<file path="config.mk">
export PLATFORM = sky130hd
export DESIGN_NAME = task_dispatch
export DESIGN_NICKNAME = d
export VERILOG_FILES = /design/src/hdl/gnn_pkg.sv /design/src/hdl/task_dispatch.sv
export SDC_FILE = /design/constraint.sdc
export NUM_CORES = 1
export LEC_CHECK = 0
export BUFFER_PORTS_ARGS = -buffer_cell sky130_fd_sc_hd__buf_4
export CORE_MARGIN = 2
export CORE_UTILIZATION = 45
export CTS_CLUSTER_DIAMETER = 40
export DETAILED_ROUTE_END_ITERATION = 16
export PLACE_DENSITY = 0.71
export SLEW_MARGIN = 40
export SYNTH_ARGS = -nofsm -noshare
export SYNTH_HDL_FRONTEND = slang
export SYNTH_SLANG_ARGS = --single-unit
</file>
<file path="constraint.sdc">
create_clock -name clk -period 1.7 [get_ports clk]
set_input_delay 0.085 -clock clk [delete_from_list [all_inputs] [get_ports clk]]
set_output_delay 0.085 -clock clk [all_outputs]
set_load 0.01 [all_outputs]
</file>
<file path="src/hdl/gnn_pkg.sv">
// gnn aggregation constants
package gnn_pkg;

    // engine sizing
    localparam int num_edge_pe = 4;
    localparam int pe_idx_w    = 2;          // response tag width
    localparam int node_id_w   = 6;
    localparam int max_nodes   = 64;
    localparam int node_cnt_w  = 7;          // holds 0..64
    localparam int nbr_addr_w  = 8;          // 256 neighbor slots
    localparam int deg_w       = 4;          // degree 0..15
    localparam int entry_w     = nbr_addr_w + deg_w;   // {start, degree}
    localparam int fv_w        = 16;
    localparam int weight_w    = 8;
    localparam int sum_w       = 20;         // 15 * 0xffff fits
    localparam int res_w       = 28;         // sum * weight

    // word-addressed wishbone bus
    localparam int wb_addr_w = 12;
    localparam int wb_data_w = 32;

    // control registers
    localparam logic [wb_addr_w-1:0] reg_ctrl      = 12'h000;  // bit 0 start
    localparam logic [wb_addr_w-1:0] reg_status    = 12'h001;  // bit 0 busy, bit 1 done
    localparam logic [wb_addr_w-1:0] reg_num_nodes = 12'h002;
    localparam logic [wb_addr_w-1:0] reg_weight    = 12'h003;

    // memory regions decoded on adr[11:8]
    localparam logic [wb_addr_w-1:0] base_node = 12'h100;  // bits 11:4 start, 3:0 degree
    localparam logic [wb_addr_w-1:0] base_nbr  = 12'h200;  // neighbor id
    localparam logic [wb_addr_w-1:0] base_fv   = 12'h300;  // feature value
    localparam logic [wb_addr_w-1:0] base_res  = 12'h400;  // results, read only

    // memory access kinds
    localparam logic acc_node = 1'b0;  // table entry read
    localparam logic acc_nbr  = 1'b1;  // neighbor id then its feature

endpackage

</file>
<file path="src/hdl/task_dispatch.sv">
// node task dispatcher
`timescale 1ns/1ps
module task_dispatch (
    input  logic                            clk,
    input  logic                            arst_n,
    input  logic                            start,
    input  logic [gnn_pkg::node_cnt_w-1:0]  num_nodes,
    input  logic [gnn_pkg::num_edge_pe-1:0] pe_idle,
    output logic [gnn_pkg::num_edge_pe-1:0] task_valid,
    output logic [gnn_pkg::node_id_w-1:0]   task_node,
    output logic                            done
);

    logic [gnn_pkg::node_cnt_w-1:0]  next_id;  // next node to hand out
    logic                            active;
    logic [gnn_pkg::num_edge_pe-1:0] free;
    logic [gnn_pkg::num_edge_pe-1:0] pick;
    logic                            exhausted;
    logic                            issue;

    assign free      = pe_idle & ~task_valid;  // skip PE given a task last cycle
    assign pick      = free & (~free + 1'b1);  // lowest set bit
    assign exhausted = (next_id == num_nodes);
    assign issue     = active && !exhausted && (pick != '0);

    always_ff @(posedge clk or negedge arst_n) begin
        if (!arst_n) begin
            active     <= 1'b0;
            done       <= 1'b0;
            next_id    <= '0;
            task_valid <= '0;
        end else if (start) begin
            next_id    <= '0;
            task_valid <= '0;
            active     <= (num_nodes != '0);
            done       <= (num_nodes == '0);  // empty run ends at once
        end else begin
            task_valid <= issue ? pick : '0;
            if (issue) begin
                next_id <= next_id + 1'b1;
            end
            // all handed out, every PE back to idle, nothing in flight
            if (active && exhausted && (&pe_idle) && task_valid == '0) begin
                active <= 1'b0;
                done   <= 1'b1;
            end
        end
    end

    always_ff @(posedge clk) begin
        if (issue) begin
            task_node <= next_id[gnn_pkg::node_id_w-1:0];
        end
    end

endmodule

</file>
==> flow_metrics.py <==
metrics = {
    "sta": {
        "timing.final.hold_violations": 0,
        "fin_setup_tns_ns": 0,
        "min_period_ns": 1.60,
        "post-route-period-util": 0.940,
        "hold_ws_ns": 0.0565,
        "fmax_ghz": 0.626,
        "worst_pin_slew_ns": 0.467,
        "finalClockSkew_ns": 0.00126,
        "maxSlewHeadroom": 0.685,
        "rsz0062_at_grt": "no",
        "final_max_slew_viol_count": 0,
        "setup_violations": 0,
    },
    "synthesis": {
        "synth_most_common_cell": "dfrtp_1",
        "yosys_warnings": 0,
        "yosys-top-cells-count": "dfrtp_1 (13), nand2b_1 (8), xnor2_1 (7)",
        "synth.area.top_cells": "dfrtp_1 (35%), edfxtp_1 (19%), xnor2_1 (6.6%)",
        "yosysTopAreaCell": "dfrtp_1",
        "ys_types": 27,
        "synth_area_um2": 927,
        "synth-main-ff-cell": "dfrtp_1",
        "ys_seq_area_frac": 0.545,
        "synth_nets": 96,
        "netlist_instances": 81,
        "yosysTopAreaCellShare": 0.351,
        "ys_seq_elements": 19,
        "avgSynthCellArea_um2": 11.4,
        "synth-edff-count": 6,
        "synthArstFlopShare": 0.684,
    },
    "global_route": {
        "grt_remaining_overflow": 0,
        "grt_max_degree": 17,
        "busiest_layer": "met2",
        "use_met3": 0.0276,
        "antenna_found_initial": 0,
        "grtUsageTotal": 0.184,
        "grt_pass1_vias": 782,
        "grt_pass1_wl_um": 3370,
        "grtUsageMet1": 0.231,
        "met2_usage": 0.306,
    },
    "final_layout": {
        "n_antenna_cell": 0,
        "regArea_um2": 505,
        "post-route-util": 0.658,
        "fill_cells": 173,
        "area_delta_synth_final_pct": 39.1,
        "drive_gt1_frac": 0.402,
        "multi_input_area_um2": 469,
        "stdcell_area_um2": 1290,
        "num-nets-final": 133,
    },
    "min_path": {
        "whs_path_depth": 2,
        "min_path_type": "primary input to register",
        "hold_end": "next_id[4]",
        "hold_start": "start",
    },
    "worst_setup_path": {
        "cp_data_arrival_time_ns": 1.79,
        "cp-start-kind": "register",
        "rrSetupSlack_ns": 0.10,
        "crit-reg2reg-capture": "next_id[0]",
        "reg2regPathDepth": 5,
        "cp_max_fo": 5,
        "end_kind": "register",
        "path_class": "register to register",
        "cp.required_ns": 1.89,
        "reg2reg_from": "next_id[6]",
    },
    "placement": {
        "portBuffers": 24,
        "gp_congestion": 0.774,
        "dpl.hpwl_um": 1510,
        "post_dp_cell_area_um2": 1180,
    },
    "drt": {
        "drt_iter0_drc": 10,
        "postRouteAntennaNets": 0,
        "vias": 767,
        "avgRoutedWirePerCell_um": 13.7,
        "drc_errors": 0,
        "finalWirelength_um": 1980,
        "drtPass1Iterations": 4,
        "vias_per_cell": 5.33,
    },
    "die": {
        "initial_core_util": 0.473,
        "rows": 16,
        "die_area_um2": 2440,
        "core_um2": 1960,
        "die_y_um": 49.4,
        "io_pins": 25,
        "die_x_um": 49.4,
    },
    "cts": {
        "cts.sinks": 19,
        "clock_path_buffers": 2,
        "post_cts.repair.setup_buffers": 0,
        "cts.htree.levels": 1,
        "cts.reportedPaths.clkPinSlew_ns": 0.11,
        "clockRootBuffer": "clkbuf_4",
        "cts_tree": "built",
        "clock_latency_ns": 0.30,
        "numCtsBuffers": 3,
    },
    "pwr": {
        "p_leak_nw": 0.553,
        "ir_drop_uv": 555,
        "power_density_nw_per_um2": 730,
    },
    "job": {
        "maxCapViolations": 0,
    },
    "outcome": {
        "status": "complete, no violations",
    },
}
==> registers in the layout (all words and copies together), names as in the netlist <==
| name | count |
|---|---|
| task_valid | 4 |
| task_node | 6 |
| next_id | 7 |
| active | 1 |
| done | 1 |
==> cell usage in the layout (no fill, tap or decap) <==
cell type      synthesis  final
mux2_2                 1      1
ha_1                   1      1
nor2b_1                3      3
nand3_1                3      3
nor3_1                 3      3
nor2_2                 1      2
o31a_1                 1      1
nand2b_1               8      8
mux2_1                 2      2
xnor2_2                0      3
inv_1                  1      1
or4_1                  4      4
nor4b_1                1      1
clkinv_2               0      1
xnor2_1                7      4
edfxtp_1               6      6
dlygate4sd3_1          0      1
nand4_4                0      1
o21ai_2                1      1
o31ai_1                3      3
nand2_1                5      4
nor4_4                 0      1
buf_4                  0     32
o21ai_4                0      1
a21oi_1                3      3
mux2i_1                1      1
clkbuf_4               0      3
nand2_2                0      1
o41ai_1                1      1
nor4_1                 4      3
dfrtp_1               13     13
nor2_1                 4      3
o21ai_0                1      1
==> layer usage <==
layer  vias up  part of all wire  routed length [um]
li1        371                 -                   -
met1       370              0.40                 798
met2        22              0.52                1030
met3         4             0.050                  99
met4         0             0.024                  47
met5         -                 0                   0
==> where the power goes <==
group	total (mW)	switching (mW)	internal (mW)	leakage, nW
sequential	0.519	0.0160	0.503	0.237
combinational	0.196	0.0967	0.0988	0.297
clock	0.228	0.140	0.0877	0.0177
==> critical path, stage by stage, from the launching register on <==
cell,delay [ns]
dfrtp_1,0.42
xnor2_1,0.25
nand4_4,0.16
o21ai_4,0.26
nor2_2,0.07
mux2_1,0.32
==> kinds of logic (layout without fill, tap and decap cells) <==
family | count (synthesis) | after routing | synth area share
buf+inv | 3 | 38 | 0.0216
compound gates | 10 | 11 | 0.0742
fa+ha+maj | 1 | 1 | 0.0135
simple gates | 37 | 37 | 0.232
xor+xnor | 7 | 7 | 0.0661
flops | 19 | 19 | 0.545
mux | 4 | 4 | 0.0472
==> how the worst max path moves through the flow <==
stage	startpoint	end	slack, ns	cells after the start
after floorplan	next_id[1]	next_id[0]	0.11	6
after global placement	next_id[2]	next_id[6]	0.04	5
after detailed placement	task_valid[1]	next_id[6]	0.006	5
after CTS	next_id[0]	next_id[6]	0.003	5
after global routing	next_id[0]	next_id[4]	0.01	5
final	next_id[6]	next_id[0]	0.10	5
==> stage by stage <==
stage,total power [mW],cells,setup WS (ns)
after floorplan,0.612,81,0.106
after global placement,0.700,138,0.0433
after detailed placement,0.704,138,0.00560
after CTS,0.932,143,0.00332
after global routing,0.996,144,0.0144
final,0.942,144,0.102
==> repair_timing <==
item | 4_1_cts | 5_1_grt
endpoints found under the hold margin | 13 | 0
gates cloned | 0 | 1
hold buffers | 1 | 0
endpoints found under the setup margin | 1 | 12
resized for setup | 1 | 8
pin swaps | 0 | 4
==> area by class of cell <==
cell class / instances / share of cell area
Tap cell: 27 / 0.0262
Sequential cell: 19 / 0.392
Clock inverter: 1 / 0.00388
Timing Repair Buffer: 33 / 0.194
Inverter: 1 / 0.00291
Clock buffer: 3 / 0.0175
Multi-Input combinational cell: 60 / 0.364
(Power assumes the default switching activity.)
