`src/hdl/gnn_pkg.sv`:
```
// gnn aggregation constants
package gnn_pkg;

    // engine sizing
    localparam int num_edge_pe = 4;
    localparam int pe_idx_w    = 2;          // response tag width
    localparam int node_id_w   = 6;
    localparam int max_nodes   = 64;
    localparam int node_cnt_w  = 7;          // holds 0..64
    localparam int nbr_addr_w  = 8;          // 256 neighbor slots
    localparam int deg_w       = 4;          // degree 0..15
    localparam int entry_w     = nbr_addr_w + deg_w;   // {start, degree}
    localparam int fv_w        = 16;
    localparam int weight_w    = 8;
    localparam int sum_w       = 20;         // 15 * 0xffff fits
    localparam int res_w       = 28;         // sum * weight

    // word-addressed wishbone bus
    localparam int wb_addr_w = 12;
    localparam int wb_data_w = 32;

    // control registers
    localparam logic [wb_addr_w-1:0] reg_ctrl      = 12'h000;  // bit 0 start
    localparam logic [wb_addr_w-1:0] reg_status    = 12'h001;  // bit 0 busy, bit 1 done
    localparam logic [wb_addr_w-1:0] reg_num_nodes = 12'h002;
    localparam logic [wb_addr_w-1:0] reg_weight    = 12'h003;

    // memory regions decoded on adr[11:8]
    localparam logic [wb_addr_w-1:0] base_node = 12'h100;  // bits 11:4 start, 3:0 degree
    localparam logic [wb_addr_w-1:0] base_nbr  = 12'h200;  // neighbor id
    localparam logic [wb_addr_w-1:0] base_fv   = 12'h300;  // feature value
    localparam logic [wb_addr_w-1:0] base_res  = 12'h400;  // results, read only

    // memory access kinds
    localparam logic acc_node = 1'b0;  // table entry read
    localparam logic acc_nbr  = 1'b1;  // neighbor id then its feature

endpackage

```
`src/hdl/graph_mem.sv`:
```
// graph memories with tagged read pipe
`timescale 1ns/1ps
module graph_mem (
    input  logic                           clk,
    input  logic                           arst_n,
    input  logic                           host_we,
    input  logic [1:0]                     host_sel,
    input  logic [gnn_pkg::nbr_addr_w-1:0] host_addr,
    input  logic [gnn_pkg::fv_w-1:0]       host_data,
    input  logic                           rd_en,
    input  logic                           rd_kind,
    input  logic [gnn_pkg::nbr_addr_w-1:0] rd_addr,
    input  logic [gnn_pkg::pe_idx_w-1:0]   rd_tag,
    output logic                           rsp_valid,
    output logic [gnn_pkg::pe_idx_w-1:0]   rsp_tag,
    output logic [gnn_pkg::fv_w-1:0]       rsp_data
);

    logic [gnn_pkg::entry_w-1:0]   node_tab [gnn_pkg::max_nodes];
    logic [gnn_pkg::node_id_w-1:0] nbr_list [2**gnn_pkg::nbr_addr_w];
    logic [gnn_pkg::fv_w-1:0]      feat     [gnn_pkg::max_nodes];

    logic                         s1_valid;
    logic                         s1_kind;
    logic [gnn_pkg::pe_idx_w-1:0] s1_tag;
    logic [gnn_pkg::fv_w-1:0]     s1_data;  // table entry or neighbor id

    // host load port
    always_ff @(posedge clk) begin
        if (host_we) begin
            case (host_sel)
                gnn_pkg::base_node[9:8]:
                    node_tab[host_addr[gnn_pkg::node_id_w-1:0]] <=
                        host_data[gnn_pkg::entry_w-1:0];
                gnn_pkg::base_nbr[9:8]:
                    nbr_list[host_addr] <= host_data[gnn_pkg::node_id_w-1:0];
                gnn_pkg::base_fv[9:8]:
                    feat[host_addr[gnn_pkg::node_id_w-1:0]] <= host_data;
                default: ;
            endcase
        end
    end

    // valid bits walk the two stages
    always_ff @(posedge clk or negedge arst_n) begin
        if (!arst_n) begin
            s1_valid  <= 1'b0;
            rsp_valid <= 1'b0;
        end else begin
            s1_valid  <= rd_en;
            rsp_valid <= s1_valid;
        end
    end

    always_ff @(posedge clk) begin
        s1_kind <= rd_kind;
        s1_tag  <= rd_tag;
        if (rd_kind == gnn_pkg::acc_nbr) begin
            s1_data <= gnn_pkg::fv_w'(nbr_list[rd_addr]);
        end else begin
            s1_data <= gnn_pkg::fv_w'(node_tab[rd_addr[gnn_pkg::node_id_w-1:0]]);
        end
        rsp_tag <= s1_tag;
        // second stage looks up the feature or passes the entry through
        rsp_data <= (s1_kind == gnn_pkg::acc_nbr) ?
                    feat[s1_data[gnn_pkg::node_id_w-1:0]] : s1_data;
    end

endmodule

```
`config.mk`:
```
export PLATFORM = sky130hd
export DESIGN_NAME = graph_mem
export DESIGN_NICKNAME = d
export VERILOG_FILES = /design/src/hdl/gnn_pkg.sv /design/src/hdl/graph_mem.sv
export SDC_FILE = /design/constraint.sdc
export NUM_CORES = 2
export LEC_CHECK = 0
export BUFFER_PORTS_ARGS = -buffer_cell sky130_fd_sc_hd__buf_4
export CAP_MARGIN = 20
export CORE_MARGIN = 3
export CORE_UTILIZATION = 35
export DETAILED_ROUTE_END_ITERATION = 12
export GPL_TIMING_DRIVEN = 0
export PLACE_DENSITY = 0.55
export SYNTH_ARGS = -nofsm -noshare
export SYNTH_HDL_FRONTEND = slang
export SYNTH_SLANG_ARGS = --single-unit
```
`constraint.sdc`:
```
create_clock -name clk -period 5.2 [get_ports clk]
set_clock_uncertainty 0.2 [all_clocks]
set_input_delay 0.52 -clock clk [delete_from_list [all_inputs] [get_ports clk]]
set_output_delay 0.52 -clock clk [all_outputs]
set_load 0.05 [all_outputs]
```
==> metrics.md <==
| Metric | Value |
|---|---|
| Outcome | `finished, violations left` |
| Violated checks | `setup timing` |
| Worst Path Arrival | `5.83 ns` |
| # rows | `~220` |
| Worst Slack Setup Final | `-0.3041 ns` |
| Post-Syn Area | `about 0.13 mm²` |
| Initial antenna violation count | `35` |
| Leakage | `46.55 nW` |
| Post-Syn Nets | `approximately 5700` |
| Share of the synthesized area in the top cell type | `77.20%` |
| Max Cap Viol | `0` |
| Top sig layer | `met5` |
| Nets@finish | `6351` |
| Yosys warning count | `0` |
| CP max stage delay | `0.90 ns` |
| Ys async rst share | `0.05947%` |
| ANT nets after route | `0` |
| Max VDD drop | `0.4302 mV` |
| Mapped Cells | `5688` |
| Metal1 wirelength | `163200 µm` |
| Die Width | `614.1 µm` |
| EDFF count, synth | `between 3000 and 4000` |
| Pwr per Cell Area | `394.3 mW/mm²` |
| Largest family of logic cells by synthesized area | `multiplexers` |
| Wire length on met2 | `just over 200000 µm` |
| Startpoint type of the worst setup path | `primary input` |
| Io pins | `60` |
| Vias/cell | `5.768` |
| Post-DP HPWL | `290800 µm` |
| RSZ-0062 raised after global routing | `false` |
| Mean area per synthesized cell | `22.76 µm²` |
| Critical Path Most Common Cell | `buf_4` |
| FF+latch count, synth | `3363` |
| Worst path cell trace | `buf_4 -> buf_2 -> buf_4 -> buf_2 -> buf_4 -> buf_4 -> nor2_1 -> a22oi_1 -> a21oi_1 -> nor4b_1 -> o311ai_0` |
| Die area | `approximately 0.38 mm²` |
| Global-route wire length before repair | `576700 µm` |
| Largest net degree at the start of global routing | `162` |
| # setup viols final | `3` |
| Leading area contributor after synthesis | `edfxtp_1` |
| Worst-skew pair later-pin latency | `0.95 ns` |
| Met3 WL | `43050 µm` |
| Worst rel slew slack | `8.057%` |
| Post-synthesis sequential area ratio | `roughly 80%` |
| TritonRoute pass-1 iters | `6` |
| Max clock buf depth | `4` |
| Leading cell types in the layout, fill and taps excluded | `edfxtp_1, mux4_2, clkbuf_16` |
| Finished Cell Area | `0.1515 mm²` |
| Fin crit share | `105.8%` |
| Via count | `66560` |
| TritonCTS clock tree | `built` |
| Most common flop cell mapped by yosys | `edfxtp_1` |
| Synth Area in Compound Gates | `about 1.1%` |
| CTS Root Cell | `clkbuf_16` |
| Worst path top cell family by delay | `buffers and inverters` |
| Adder-Cell Fraction of Synth Area | `0%` |
| Setup WS pre-CTS | `-1.532 ns` |
| Clk slew on worst S/H paths | `0.05 ns` |
| Starting DRT DRC Count | `10650` |
| Max Slew Vio Count | `0` |
| DRC | `0` |
| Fin. Hold Viols | `0` |
| Filler cells | `31890` |
| Vias in the first global route | `about 65000` |
| Commonest non-fill, non-tap cell in the layout | `edfxtp_1` |
| Critical path's slowest cell | `nor4b_1` |
| Fmax | `~180 MHz` |
| Clock sink count | `3363` |
| Crit path buf inv count | `6` |
| WL/cell | `37.38 µm` |
| Placed Area | `0.1398 mm²` |
| Setup crit end kind | `register` |
| Req. time, crit path | `between 5 and 6 ns` |
| Layout area overhead | `17.06%` |
| Simple-Gate Fraction of Synth Area | `2.327%` |
| Total congestion overflow | `0` |
| CTS buffer count | `359` |
| Mux share of post-synthesis cell area | `17.63%` |
| Tmin final | `about 5.5 ns` |
| Worst-path maximum fanout | `10` |
| Post-synthesis xor/xnor area fraction | `0%` |
| Number of port buffers | `57` |
| Least-Margin Pin Slew | `1.362 ns` |
| Hold Path Class | `primary input to register` |
| Gpl congestion | `approximately 0.91` |
| Htree depth | `5` |
| Gr usage total | `22.37%` |
| Core region area | `0.3669 mm²` |
| Largest cells by area after synthesis | `edfxtp_1, mux4_2, nor2_1` |
| Synth cell types | `61` |
| Layout cells sized above 1 | `30.69%` |
| Kind of critical path | `primary input to register` |
| Starting density of the core | `35.28%` |
| Final WL | `431300 µm` |
| Die height | `614.1 µm` |
[worst register-to-register path, stage by stage, from the launching register on]
cell and delay (ns):
dfxtp_1 0.31, clkbuf_1 0.40, clkbuf_1 0.62, buf_1 0.82
buf_1 0.73, mux4_2 0.43, mux4_2 0.53, mux2i_1 0.17
nand2_1 0.07, nand2_1 0.10, o21ai_0 0.24
[power by group]
| group | total (mW) | internal (mW) | switching [mW] |
|---|---|---|---|
| sequential | 29.9 | 29.9 | 0.0462 |
| combinational | 4.79 | 1.72 | 3.07 |
| clock | 25.0 | 14.5 | 10.6 |
| total | 59.8 | 46.1 | 13.7 |
[cell type report]
class | count | area (µm²) | share of cell area, %
sequential | 3363 | 100600 | 66.42
multi-input combinational | 1995 | 27570 | 18.19
clock buffer | 457 | 9615 | 6.346
tap | 4928 | 6166 | 4.069
timing repair buffer | 261 | 4125 | 2.722
clock inverter | 193 | 1752 | 1.156
buffer | 326 | 1607 | 1.060
antenna | 12 | 30.03 | 0.01982
inverter | 4 | 15.01 | 0.009909
[per-stage QoR]
| stage | setup TNS (ns) | hold slack, ns | total power, mW | utilization [%] | cells |
|---|---|---|---|---|---|
| floorplan | 0 | 0.02441 | 32.86 | - | 5688 |
| global placement | -137.36 | 0.1018 | 35.15 | 37.07 | 10670 |
| detailed placement | -7.101 | 0.1026 | 35.26 | 38.11 | 10850 |
| CTS | 0 | 0.01911 | 60.01 | 41.28 | 11520 |
| global route | 0 | 0.08674 | 61.21 | 41.29 | 11530 |
| finish | -0.4495 | 0.1002 | 59.75 | 41.29 | 11540 |
[sequential cells by signal (all words and copies together), names as in the netlist]
signal     cells
feat        1024
nbr_list    1536
node_tab     768
rsp_data      16
rsp_tag        2
rsp_valid      1
s1_data       12
s1_kind        1
s1_tag         2
s1_valid       1
[what timing repair did]
item / CTS / global route
endpoints found under the setup margin: 3 / 0
setup buffers: 0 / 0
hold buffers: 25 / 0
gates resized for setup: 3 / 0
hold endpoints to repair: 1008 / 0
[synthesized netlist by cell type, types with 27 or more instances]
master and instances:
nor2b_1 27, nand3_1 39, nand2_1 143, buf_1 28
buf_2 98, nor2_1 419, edfxtp_1 3328, buf_4 39
mux4_2 953, dfxtp_1 33, o22ai_1 36, mux2i_1 109
clkbuf_1 155
[cell families after synthesis]
| kind of cell | count (synthesis) |
|---|---|
| mux | 1086 |
| simple gates | 709 |
| flops | 3363 |
| buf+inv | 330 |
| compound gates | 200 |
[worst paths after layout]
kind                            start          end  slack [ns]  depth (start not counted)
setup / recovery           rd_addr[1]   s1_data[4]       -0.30                         11
hold / removal              rd_tag[0]    s1_tag[0]        0.10                          2
setup reg to reg           s1_data[1]  rsp_data[4]        0.36                         10
hold reg to reg             s1_tag[0]   rsp_tag[0]        0.13                          0
max in group asynchronous      arst_n    rsp_valid        4.45                          3
min in group asynchronous      arst_n     s1_valid        0.23                          3
[per-layer routing]
metal / vias to the layer above / global-route usage, %
li1: 25390 / -
met2: 3957 / 35.67
met5: - / 0
met3: 773 / 5.167
met1: 36430 / 29.49
met4: 16 / 9.501
No activity file was read; power rests on OpenSTA's default activity.
