File: src/hdl/gnn_pkg.sv
// gnn aggregation constants
package gnn_pkg;

    // engine sizing
    localparam int num_edge_pe = 4;
    localparam int pe_idx_w    = 2;          // response tag width
    localparam int node_id_w   = 6;
    localparam int max_nodes   = 64;
    localparam int node_cnt_w  = 7;          // holds 0..64
    localparam int nbr_addr_w  = 8;          // 256 neighbor slots
    localparam int deg_w       = 4;          // degree 0..15
    localparam int entry_w     = nbr_addr_w + deg_w;   // {start, degree}
    localparam int fv_w        = 16;
    localparam int weight_w    = 8;
    localparam int sum_w       = 20;         // 15 * 0xffff fits
    localparam int res_w       = 28;         // sum * weight

    // word-addressed wishbone bus
    localparam int wb_addr_w = 12;
    localparam int wb_data_w = 32;

    // control registers
    localparam logic [wb_addr_w-1:0] reg_ctrl      = 12'h000;  // bit 0 start
    localparam logic [wb_addr_w-1:0] reg_status    = 12'h001;  // bit 0 busy, bit 1 done
    localparam logic [wb_addr_w-1:0] reg_num_nodes = 12'h002;
    localparam logic [wb_addr_w-1:0] reg_weight    = 12'h003;

    // memory regions decoded on adr[11:8]
    localparam logic [wb_addr_w-1:0] base_node = 12'h100;  // bits 11:4 start, 3:0 degree
    localparam logic [wb_addr_w-1:0] base_nbr  = 12'h200;  // neighbor id
    localparam logic [wb_addr_w-1:0] base_fv   = 12'h300;  // feature value
    localparam logic [wb_addr_w-1:0] base_res  = 12'h400;  // results, read only

    // memory access kinds
    localparam logic acc_node = 1'b0;  // table entry read
    localparam logic acc_nbr  = 1'b1;  // neighbor id then its feature

endpackage

File: src/hdl/edge_pe.sv
// edge aggregation PE
`timescale 1ns/1ps
module edge_pe #(
    parameter logic [gnn_pkg::pe_idx_w-1:0] pe_tag = '0
) (
    input  logic                           clk,
    input  logic                           arst_n,
    input  logic                           task_valid,
    input  logic [gnn_pkg::node_id_w-1:0]  task_node,
    input  logic [gnn_pkg::weight_w-1:0]   weight,
    input  logic                           mem_gnt,
    input  logic                           rsp_valid,
    input  logic [gnn_pkg::pe_idx_w-1:0]   rsp_tag,
    input  logic [gnn_pkg::fv_w-1:0]       rsp_data,
    input  logic                           wb_gnt,
    output logic                           pe_idle,
    output logic                           mem_req,
    output logic                           mem_kind,
    output logic [gnn_pkg::nbr_addr_w-1:0] mem_addr,
    output logic                           wb_req,
    output logic [gnn_pkg::node_id_w-1:0]  wb_node,
    output logic [gnn_pkg::res_w-1:0]      wb_result
);

    typedef enum logic [2:0] {
        st_idle, st_tab_req, st_tab_wait, st_nbr_req, st_nbr_wait, st_scale, st_wback
    } state_t;

    state_t                         state;
    logic [gnn_pkg::nbr_addr_w-1:0] nbr_ptr;   // walks the neighbor list
    logic [gnn_pkg::deg_w-1:0]      deg_left;
    logic [gnn_pkg::sum_w-1:0]      acc;
    logic                           my_rsp;

    assign my_rsp   = rsp_valid && (rsp_tag == pe_tag);  // ignore other PEs' data
    assign pe_idle  = (state == st_idle);
    assign mem_req  = (state == st_tab_req) || (state == st_nbr_req);
    assign mem_kind = (state == st_nbr_req) ? gnn_pkg::acc_nbr : gnn_pkg::acc_node;
    assign mem_addr = (state == st_nbr_req) ? nbr_ptr :
                      {{(gnn_pkg::nbr_addr_w-gnn_pkg::node_id_w){1'b0}}, wb_node};
    assign wb_req   = (state == st_wback);

    always_ff @(posedge clk or negedge arst_n) begin
        if (!arst_n) begin
            state <= st_idle;
        end else begin
            case (state)
                st_idle:     if (task_valid) state <= st_tab_req;
                st_tab_req:  if (mem_gnt) state <= st_tab_wait;
                st_tab_wait: if (my_rsp) begin
                    // degree 0 goes straight to write-back
                    state <= (rsp_data[gnn_pkg::deg_w-1:0] == '0) ? st_wback : st_nbr_req;
                end
                st_nbr_req:  if (mem_gnt) state <= st_nbr_wait;
                st_nbr_wait: if (my_rsp) begin
                    state <= (deg_left == 1) ? st_scale : st_nbr_req;  // last neighbor
                end
                st_scale:    state <= st_wback;
                st_wback:    if (wb_gnt) state <= st_idle;
                default:     state <= st_idle;
            endcase
        end
    end

    always_ff @(posedge clk) begin
        case (state)
            st_idle: if (task_valid) wb_node <= task_node;  // kept until write-back
            st_tab_wait: if (my_rsp) begin
                nbr_ptr   <= rsp_data[gnn_pkg::entry_w-1:gnn_pkg::deg_w];
                deg_left  <= rsp_data[gnn_pkg::deg_w-1:0];
                acc       <= '0;
                wb_result <= '0;
            end
            st_nbr_wait: if (my_rsp) begin
                acc      <= acc + gnn_pkg::sum_w'(rsp_data);
                nbr_ptr  <= nbr_ptr + 1'b1;
                deg_left <= deg_left - 1'b1;
            end
            st_scale: wb_result <= gnn_pkg::res_w'(acc) * gnn_pkg::res_w'(weight);
            default: ;
        endcase
    end

endmodule

File: config.mk
export PLATFORM = sky130hd
export DESIGN_NAME = edge_pe
export DESIGN_NICKNAME = d
export VERILOG_FILES = /design/src/hdl/gnn_pkg.sv /design/src/hdl/edge_pe.sv
export SDC_FILE = /design/constraint.sdc
export NUM_CORES = 1
export LEC_CHECK = 0
export BUFFER_PORTS_ARGS = -buffer_cell sky130_fd_sc_hd__buf_4
export CAP_MARGIN = 15
export CORE_ASPECT_RATIO = 0.75
export CORE_UTILIZATION = 45
export CTS_CLUSTER_SIZE = 14
export DETAILED_ROUTE_END_ITERATION = 16
export GPL_ROUTABILITY_DRIVEN = 0
export PLACE_DENSITY_LB_ADDON = 0.3
export SYNTH_ARGS = -nofsm -noshare
export SYNTH_HDL_FRONTEND = slang
export SYNTH_SLANG_ARGS = --single-unit
export TNS_END_PERCENT = 5
File: constraint.sdc
create_clock -name clk -period 15 [get_ports clk]
set_clock_uncertainty 0.2 [all_clocks]
set_input_delay 0.75 -clock clk [delete_from_list [all_inputs] [get_ports clk]]
set_output_delay 0.75 -clock clk [all_outputs]
set_load 0.02 [all_outputs]
==> results of run 1 <==
==> placed cells by master, fill, tap and decap left out, types with 3 or more instances in the layout <==
master     netlist  layout
nor2b_1          4       4
xnor2_1         26      26
nor3_1           9       8
inv_1          140     140
nand4_1          3       3
buf_4            1      86
nand2_1         85      85
nand3_1         16      16
o21a_1           5       5
o21ai_1          4       4
a31oi_1          8       8
o211ai_1         3       3
mux2_2           6       6
o21ai_0         32      32
nand2b_1         4       4
nor3b_1          3       3
dfrtp_1          3       3
ha_1            67      67
and3_1           8       8
a21oi_1         45      45
inv_6            0       3
fa_1           109     109
a21o_1          14      14
xor2_1          18      18
clkbuf_16        0       9
a211oi_1         6       6
and2_1         121     121
o21bai_1         4       4
nor2_1          64      64
edfxtp_1        66      66
==> per-stage QoR <==
stage          utilization  total power (W)  instance area, um2
3_3_place_gp         0.511          0.00125                9630
4_1_cts              0.529          0.00151                9970
3_5_place_dp         0.511          0.00126                9630
2_1_floorplan            -          0.00105                8810
5_1_grt              0.529          0.00166                9970
6_report             0.529          0.00151                9970
==> flip-flops by register name, indices dropped and copies added, names as in the netlist <==
register	flops
acc	20
deg_left	4
nbr_ptr	8
state	3
wb_node	6
wb_result	28
==> metal layers <==
metal / global-route usage / up-vias / wire (um)
met5: 0 / - / 0
li1: - / 3183 / -
met1: 0.294 / 3263 / 9210
met2: 0.331 / 147 / 8650
met4: 0.0706 / 0 / 376
met3: 0.0389 / 31 / 952
==> cells by family after synthesis <==
kind of cell | after synthesis | share of synthesized area
and+or+nand+nor | 326 | 0.188
buffers and inverters | 176 | 0.0760
adders and majority gates | 176 | 0.343
AOI/OAI and AO/OA | 143 | 0.107
DFF | 69 | 0.234
xor gates and xnor gates | 44 | 0.0438
muxes | 7 | 0.00881
==> worst min-delay path by stage <==
| stage | start | to | slack (ns) | cells after the start |
|---|---|---|---|---|
| finish | task_node[5] | wb_node[5]$_DFFE_PP_ | 0.36 | 1 |
| global route | task_node[1] | wb_node[1]$_DFFE_PP_ | 0.35 | 1 |
| CTS | task_node[5] | wb_node[5]$_DFFE_PP_ | 0.35 | 1 |
| detailed placement | arst_n | state[0]$_DFFE_PN0P_ | 0.34 | 1 |
| global placement | arst_n | state[0]$_DFFE_PN0P_ | 0.34 | 1 |
| floorplan | arst_n | state[0]$_DFFE_PN0P_ | 0.25 | 0 |
==> cell type report <==
class                   instances  share of cell area
multi-input cells             696               0.611
flip-flops and latches         69               0.206
repair buffers                 87              0.0658
inverters                     140              0.0527
well taps                     247              0.0310
clock buffers                   9              0.0226
clock inverters                 7              0.0105
==> power by group through the flow <==
stage	Sequential, W	Clock, W	Combinational (W)
6_report	0.000278	0.000243	0.000985
5_1_grt	0.000283	0.000257	0.00112
4_1_cts	0.000279	0.000249	0.000986
3_5_place_dp	0.000283	0	0.000980
3_3_place_gp	0.000282	0	0.000972
2_1_floorplan	0.000286	0	0.000764
==> worst max-delay path: stages (launching register included) <==
cell,delay (ns)
edfxtp_1,0.56
and2_1,0.23
fa_1,0.56
fa_1,0.46
fa_1,0.57
inv_1,0.06
fa_1,0.52
inv_1,0.04
ha_1,0.37
a21oi_1,0.26
o21ai_0,0.21
a211oi_1,0.33
o221ai_1,0.22
a31oi_1,0.26
xnor2_1,0.14
nor2_1,0.06
==> synthesized netlist by cell type, types with 2 or more instances <==
cell type  number
xnor2_1        26
nor2b_1         4
inv_1         140
a31oi_1         8
nand2_1        85
and4_1          2
a211o_1         2
nand2b_1        4
and3_1          8
o41ai_1         2
edfxtp_1       66
nand4_1         3
nor2_1         64
a21o_1         14
and2_1        121
xor2_1         18
o211ai_1        3
o21ai_1         4
a21boi_0        2
a211oi_1        6
nor3b_1         3
mux2_2          6
ha_1           67
fa_1          109
dfrtp_1         3
nand3_1        16
a221oi_2        2
clkbuf_2        2
nor3_1          9
o31ai_1         2
a21oi_1        45
clkbuf_1       31
o21ai_0        32
o21a_1          5
buf_2           2
o21bai_1        4
==> what timing repair did <==
action                     in CTS  in global routing
hold buffers                    1                  0
gates resized for setup         0                  0
setup endpoints to repair       0                  0
hold endpoints to repair        3                  0
==> results.ini, run 1 <==
[worst_setup_path]
reg2reg_to=wb_result[27]$_SDFFCE_PN0P_
critPathLaunch=acc[12]$_SDFFCE_PN0P_
crit_end=wb_result[27]$_SDFFCE_PN0P_
critPathArrivalTime_ns=5.22
ff2ff_setup_slack_ns=9.65
crit_fanout=9
crit_type=flop to flop
start_kind=flop
cp.required_ns=14.87
reg2regPathDepth=15
setup.worst_path.end_class=flop
r2r_start=acc[12]$_SDFFCE_PN0P_

[yosys]
yosysUniqueCellTypes=57
yosys_most_used_dff=edfxtp_1
yosysTopAreaCell=fa_1
synth_area_leaders=fa_1, edfxtp_1, ha_1
synth_cells=941
synth_seq_cells=69
synth_area_per_cell_um2=9.36
yosysTopAreaCellShare=0.248
synth_nets=1155
synthArstFlopShare=0.0435
synth-edff-count=66
syn_area_um2=8810
ys_seq_area_frac=0.234
yosys_warnings=0

[drt]
firstDrtPassIters=5
vias=6624
wirelength_mm=19.2
wl_per_cell_um=15.3
vias_per_cell=5.28
ant_nets=0
drc=0
drtIter0Drc=427

[cts]
cts_buffers=9
cts_num_sinks=69
htreeDepth=3
root_buffer=clkbuf_16
worstSkewPairLatency_ns=0.36
cts_tree=built
clkTransAtPathRegs_ns=0.07
clockBufferDepth=2
post_cts_buffers=0

[final_layout]
syn2layout_area_growth_pct=13.2
antenna_cells=0
drive_above_1_share=0.122
finish.net_count=1217
multiInputGateArea_um2=6090
final_cells=1255
final-seq-area_um2=2060
fillCellCount=1766

[power_and_ir_drop]
seq_power_share=0.185
p_sw_frac=0.466
p_sw_w=0.000703
clkPwrFrac=0.161
p_int_w=0.000804
p_per_area_nw_per_um2=151
p_leak_nw=4.55
combPwrFrac=0.654
ir_drop_mv=0.0947

[placement]
place_ws_ns=9.33
placed_cells=1238
hpwlAfterDp_mm=15.0
io_buffer_count=83

[sta]
slew_violations=0
fmax_ghz=0.187
hold_violations=0
slew_headroom=0.319
min_period_ns=5.35
min_period_over_period=0.357
worst_pin_slew_ns=1.02
setup_viol=0
rsz0062_at_grt=no
hold_ws_ns=0.361
setup_tns_ns=0
finalWorstSetupSlack_ns=9.65

[grt]
grt_pass1_wl_mm=32.7
grt_pass1_vias=6731
grt_max_degree=33
antenna_found_initial=0
grt.overflow.total=0
grt_usage=0.211

[run]
cap_violations=0

[die]
initial_core_util=0.468
coreArea_um2=18800
io_pins=84
dieArea_um2=20100
rows=43
die_y_um=123
die_w_um=164

[hold_path]
holdCritPathClass=input port to flop

[outcome]
status=finished, final reports clean

(Power assumes the default switching activity.)
==> run 2: changes to the inputs <==
==> constraint.sdc (replaced) <==
create_clock -name clk -period 5.21 [get_ports clk]
set_clock_uncertainty 0.2 [all_clocks]
set_input_delay 0.2605 -clock clk [delete_from_list [all_inputs] [get_ports clk]]
set_output_delay 0.2605 -clock clk [all_outputs]
set_load 0.02 [all_outputs]
==> run 2 against run 1 <==
Effect of this change: non-clock buffer count grew 53; core utilization grew 2.9 points; critical endpoint is now wb_result[25]$_SDFFCE_PN0P_; design area grew 5.4%.
==> results.ini, run 2 (synthesized netlist as in run 1, its figures left out) <==
[placement]
place_ws_ns=-0.0379  ; -9.36 ns
post_dp_cell_area_um2=9760  ; +1.3%
hpwlAfterDp_mm=15.3  ; +2.1%
io_buffer_count=83  ; unchanged

[cts]
root_buffer=clkbuf_16
htreeDepth=3  ; unchanged
cts_tree=built
clkTransAtPathRegs_ns=0.06  ; about the same
cts_num_sinks=69  ; unchanged
clockBufferDepth=2  ; unchanged
cts_buffers=9  ; unchanged
worstSkewPairLatency_ns=0.35  ; about the same

[sta]
worst_pin_slew_ns=1.01  ; -0.0117 ns
rsz0062_at_grt=yes
slew_violations=0  ; unchanged
hold_violations=0  ; unchanged
min_period_over_period=0.971  ; +0.615
min_period_ns=5.06  ; -0.291 ns
finalWorstSetupSlack_ns=0.149  ; -9.50 ns
slew_headroom=0.327  ; +0.00785
fmax_ghz=0.198  ; +5.8%
setup_viol=0  ; unchanged
hold_ws_ns=0.00683  ; -0.354 ns

[die]
io_pins=84  ; unchanged
dieArea_um2=20100  ; unchanged
die_y_um=123  ; unchanged
coreArea_um2=18800  ; unchanged
die_w_um=164  ; unchanged
rows=43  ; unchanged
initial_core_util=0.468  ; unchanged

[drt]
firstDrtPassIters=5  ; unchanged
wirelength_mm=20.1  ; +4.6%
wl_per_cell_um=15.3  ; +0.32%
ant_nets=0  ; unchanged
drtIter0Drc=427  ; unchanged
vias=6813  ; +2.9%
drc=0  ; unchanged
vias_per_cell=5.21  ; -1.3%

[worst_setup_path]
critPathArrivalTime_ns=4.92  ; -0.30 ns
crit_type=flop to flop
r2r_start=acc[2]$_SDFFCE_PN0P_
reg2regPathDepth=15  ; unchanged
crit_fanout=7  ; -2
ff2ff_setup_slack_ns=0.15  ; -9.50 ns
reg2reg_to=wb_result[25]$_SDFFCE_PN0P_
cp.required_ns=5.07  ; -9.80 ns
setup.worst_path.end_class=flop
start_kind=flop

[final_layout]
reg.largest.list=wb_result x28, acc x20, nbr_ptr x8
drive_above_1_share=0.180  ; +0.0580
stdcell_area_um2=10500  ; +5.4%
syn2layout_area_growth_pct=19.3
largest_reg_flops=28  ; unchanged
final_cell_mix=inv_1, buf_4, and2_1
mostFrequentLayoutCell=inv_1
fillCellCount=1716  ; -2.8%
antenna_cells=0  ; unchanged
regMostFlops=wb_result
finish.net_count=1270  ; +4.4%

[power_and_ir_drop]
p_per_area_nw_per_um2=442  ; +190%
p_leak_nw=4.81  ; +5.7%
clkPwrFrac=0.137  ; -0.024
p_sw_frac=0.467  ; +0.000553
p_int_w=0.00247  ; +210%
p_sw_w=0.00217  ; +210%
ir_drop_mv=0.278  ; +190%
combPwrFrac=0.692  ; +0.038
seq_power_share=0.170  ; -0.015

[hold_path]
hold_start=rsp_data[11]
hold-path-endpoint=nbr_ptr[7]$_DFFE_PP_
holdCritPathClass=input port to flop
min_delay_path_depth=3  ; +2

[grt]
grt_pass1_wl_mm=33.7  ; +2.9%
grt.overflow.total=0  ; unchanged
grt_max_degree=33  ; unchanged
antenna_found_initial=0  ; unchanged
grt_pass1_vias=6838  ; +1.6%
grt_usage=0.215  ; +0.00468

[outcome]
status=finished, final reports clean

[run]
cap_violations=0  ; unchanged

[run 2: cell count changes in the layout (fill, tap and decap cells not counted), sizes merged]
cell | before | now
clkinvlp | 1 | 2
buf | 86 | 130
clkinv | 0 | 1
dlygate4sd3 | 1 | 10
clkbuf | 9 | 12
bufinv | 2 | 1
inv | 144 | 140
[run 2: worst max-delay path by stage]
stage | depth (start not counted) | to | slack, ns | from
after CTS | 15 | wb_result[27]$_SDFFCE_PN0P_ | 0.008 | acc[12]$_SDFFCE_PN0P_
after floorplan | 15 | wb_result[25]$_SDFFCE_PN0P_ | 0.36 | acc[1]$_SDFFCE_PN0P_
after global placement | 15 | wb_result[24]$_SDFFCE_PN0P_ | -0.06 | acc[6]$_SDFFCE_PN0P_
after detailed placement | 15 | wb_result[27]$_SDFFCE_PN0P_ | -0.04 | acc[9]$_SDFFCE_PN0P_
final | 15 | wb_result[25]$_SDFFCE_PN0P_ | 0.15 | acc[2]$_SDFFCE_PN0P_
after global routing | 17 | wb_result[25]$_SDFFCE_PN0P_ | -0.07 | acc[9]$_SDFFCE_PN0P_
[run 2: power by group through the flow]
| stage | Sequential, W | Clock (W) | Combinational [W] |
|---|---|---|---|
| after floorplan | 0.000823 | 0 | 0.00220 |
| after global placement | 0.000803 | 0 | 0.00289 |
| after detailed placement | 0.000805 | 0 | 0.00292 |
| after CTS | 0.000793 | 0.000646 | 0.00297 |
| after global routing | 0.000802 | 0.000665 | 0.00359 |
| final | 0.000790 | 0.000637 | 0.00321 |
[run 2: metal layers]
metal  share of wire  global-route usage  vias up
li1                -                   -     3279
met1            0.48               0.307     3365
met2            0.47               0.347      150
met3           0.047              0.0369       19
met4          0.0092              0.0417        0
met5               0                   0        -
[run 2: stage by stage]
stage	util	cells	power, W	TNS, ns
floorplan	-	941	0.00302	0
global placement	0.518	1255	0.00369	-0.0560
detailed placement	0.518	1255	0.00373	-0.0517
CTS	0.542	1287	0.00440	0
global route	0.558	1308	0.00506	-0.197
finish	0.558	1308	0.00464	0
[run 2: area by class of cell]
class                      count  area [um2]  area share
tap                          247         309      0.0294
clock buffer                  12         246      0.0235
timing repair buffer         140        1100       0.104
sequential                    69        2060       0.196
multi-input combinational    696        6220       0.592
clock inverter                 4        50.0     0.00476
inverter                     140         526      0.0500
[run 2: critical path, stage by stage (launching register included)]
cell and delay, ns:
edfxtp_1 0.47, and2_1 0.22, fa_1 0.53, fa_1 0.45
fa_1 0.56, inv_1 0.06, fa_1 0.54, inv_1 0.04
ha_2 0.31, a21o_1 0.20, a211o_1 0.30, o22ai_4 0.27
o221a_4 0.29, nor4b_4 0.06, nor3_1 0.21, nor3_2 0.06
[run 2: what timing repair did]
action,CTS,global route
hold buffers,10,0
endpoints found under the setup margin,2,10
resized for setup,2,31
endpoints found under the hold margin,12,0
setup buffers,6,20
pin swaps,0,7
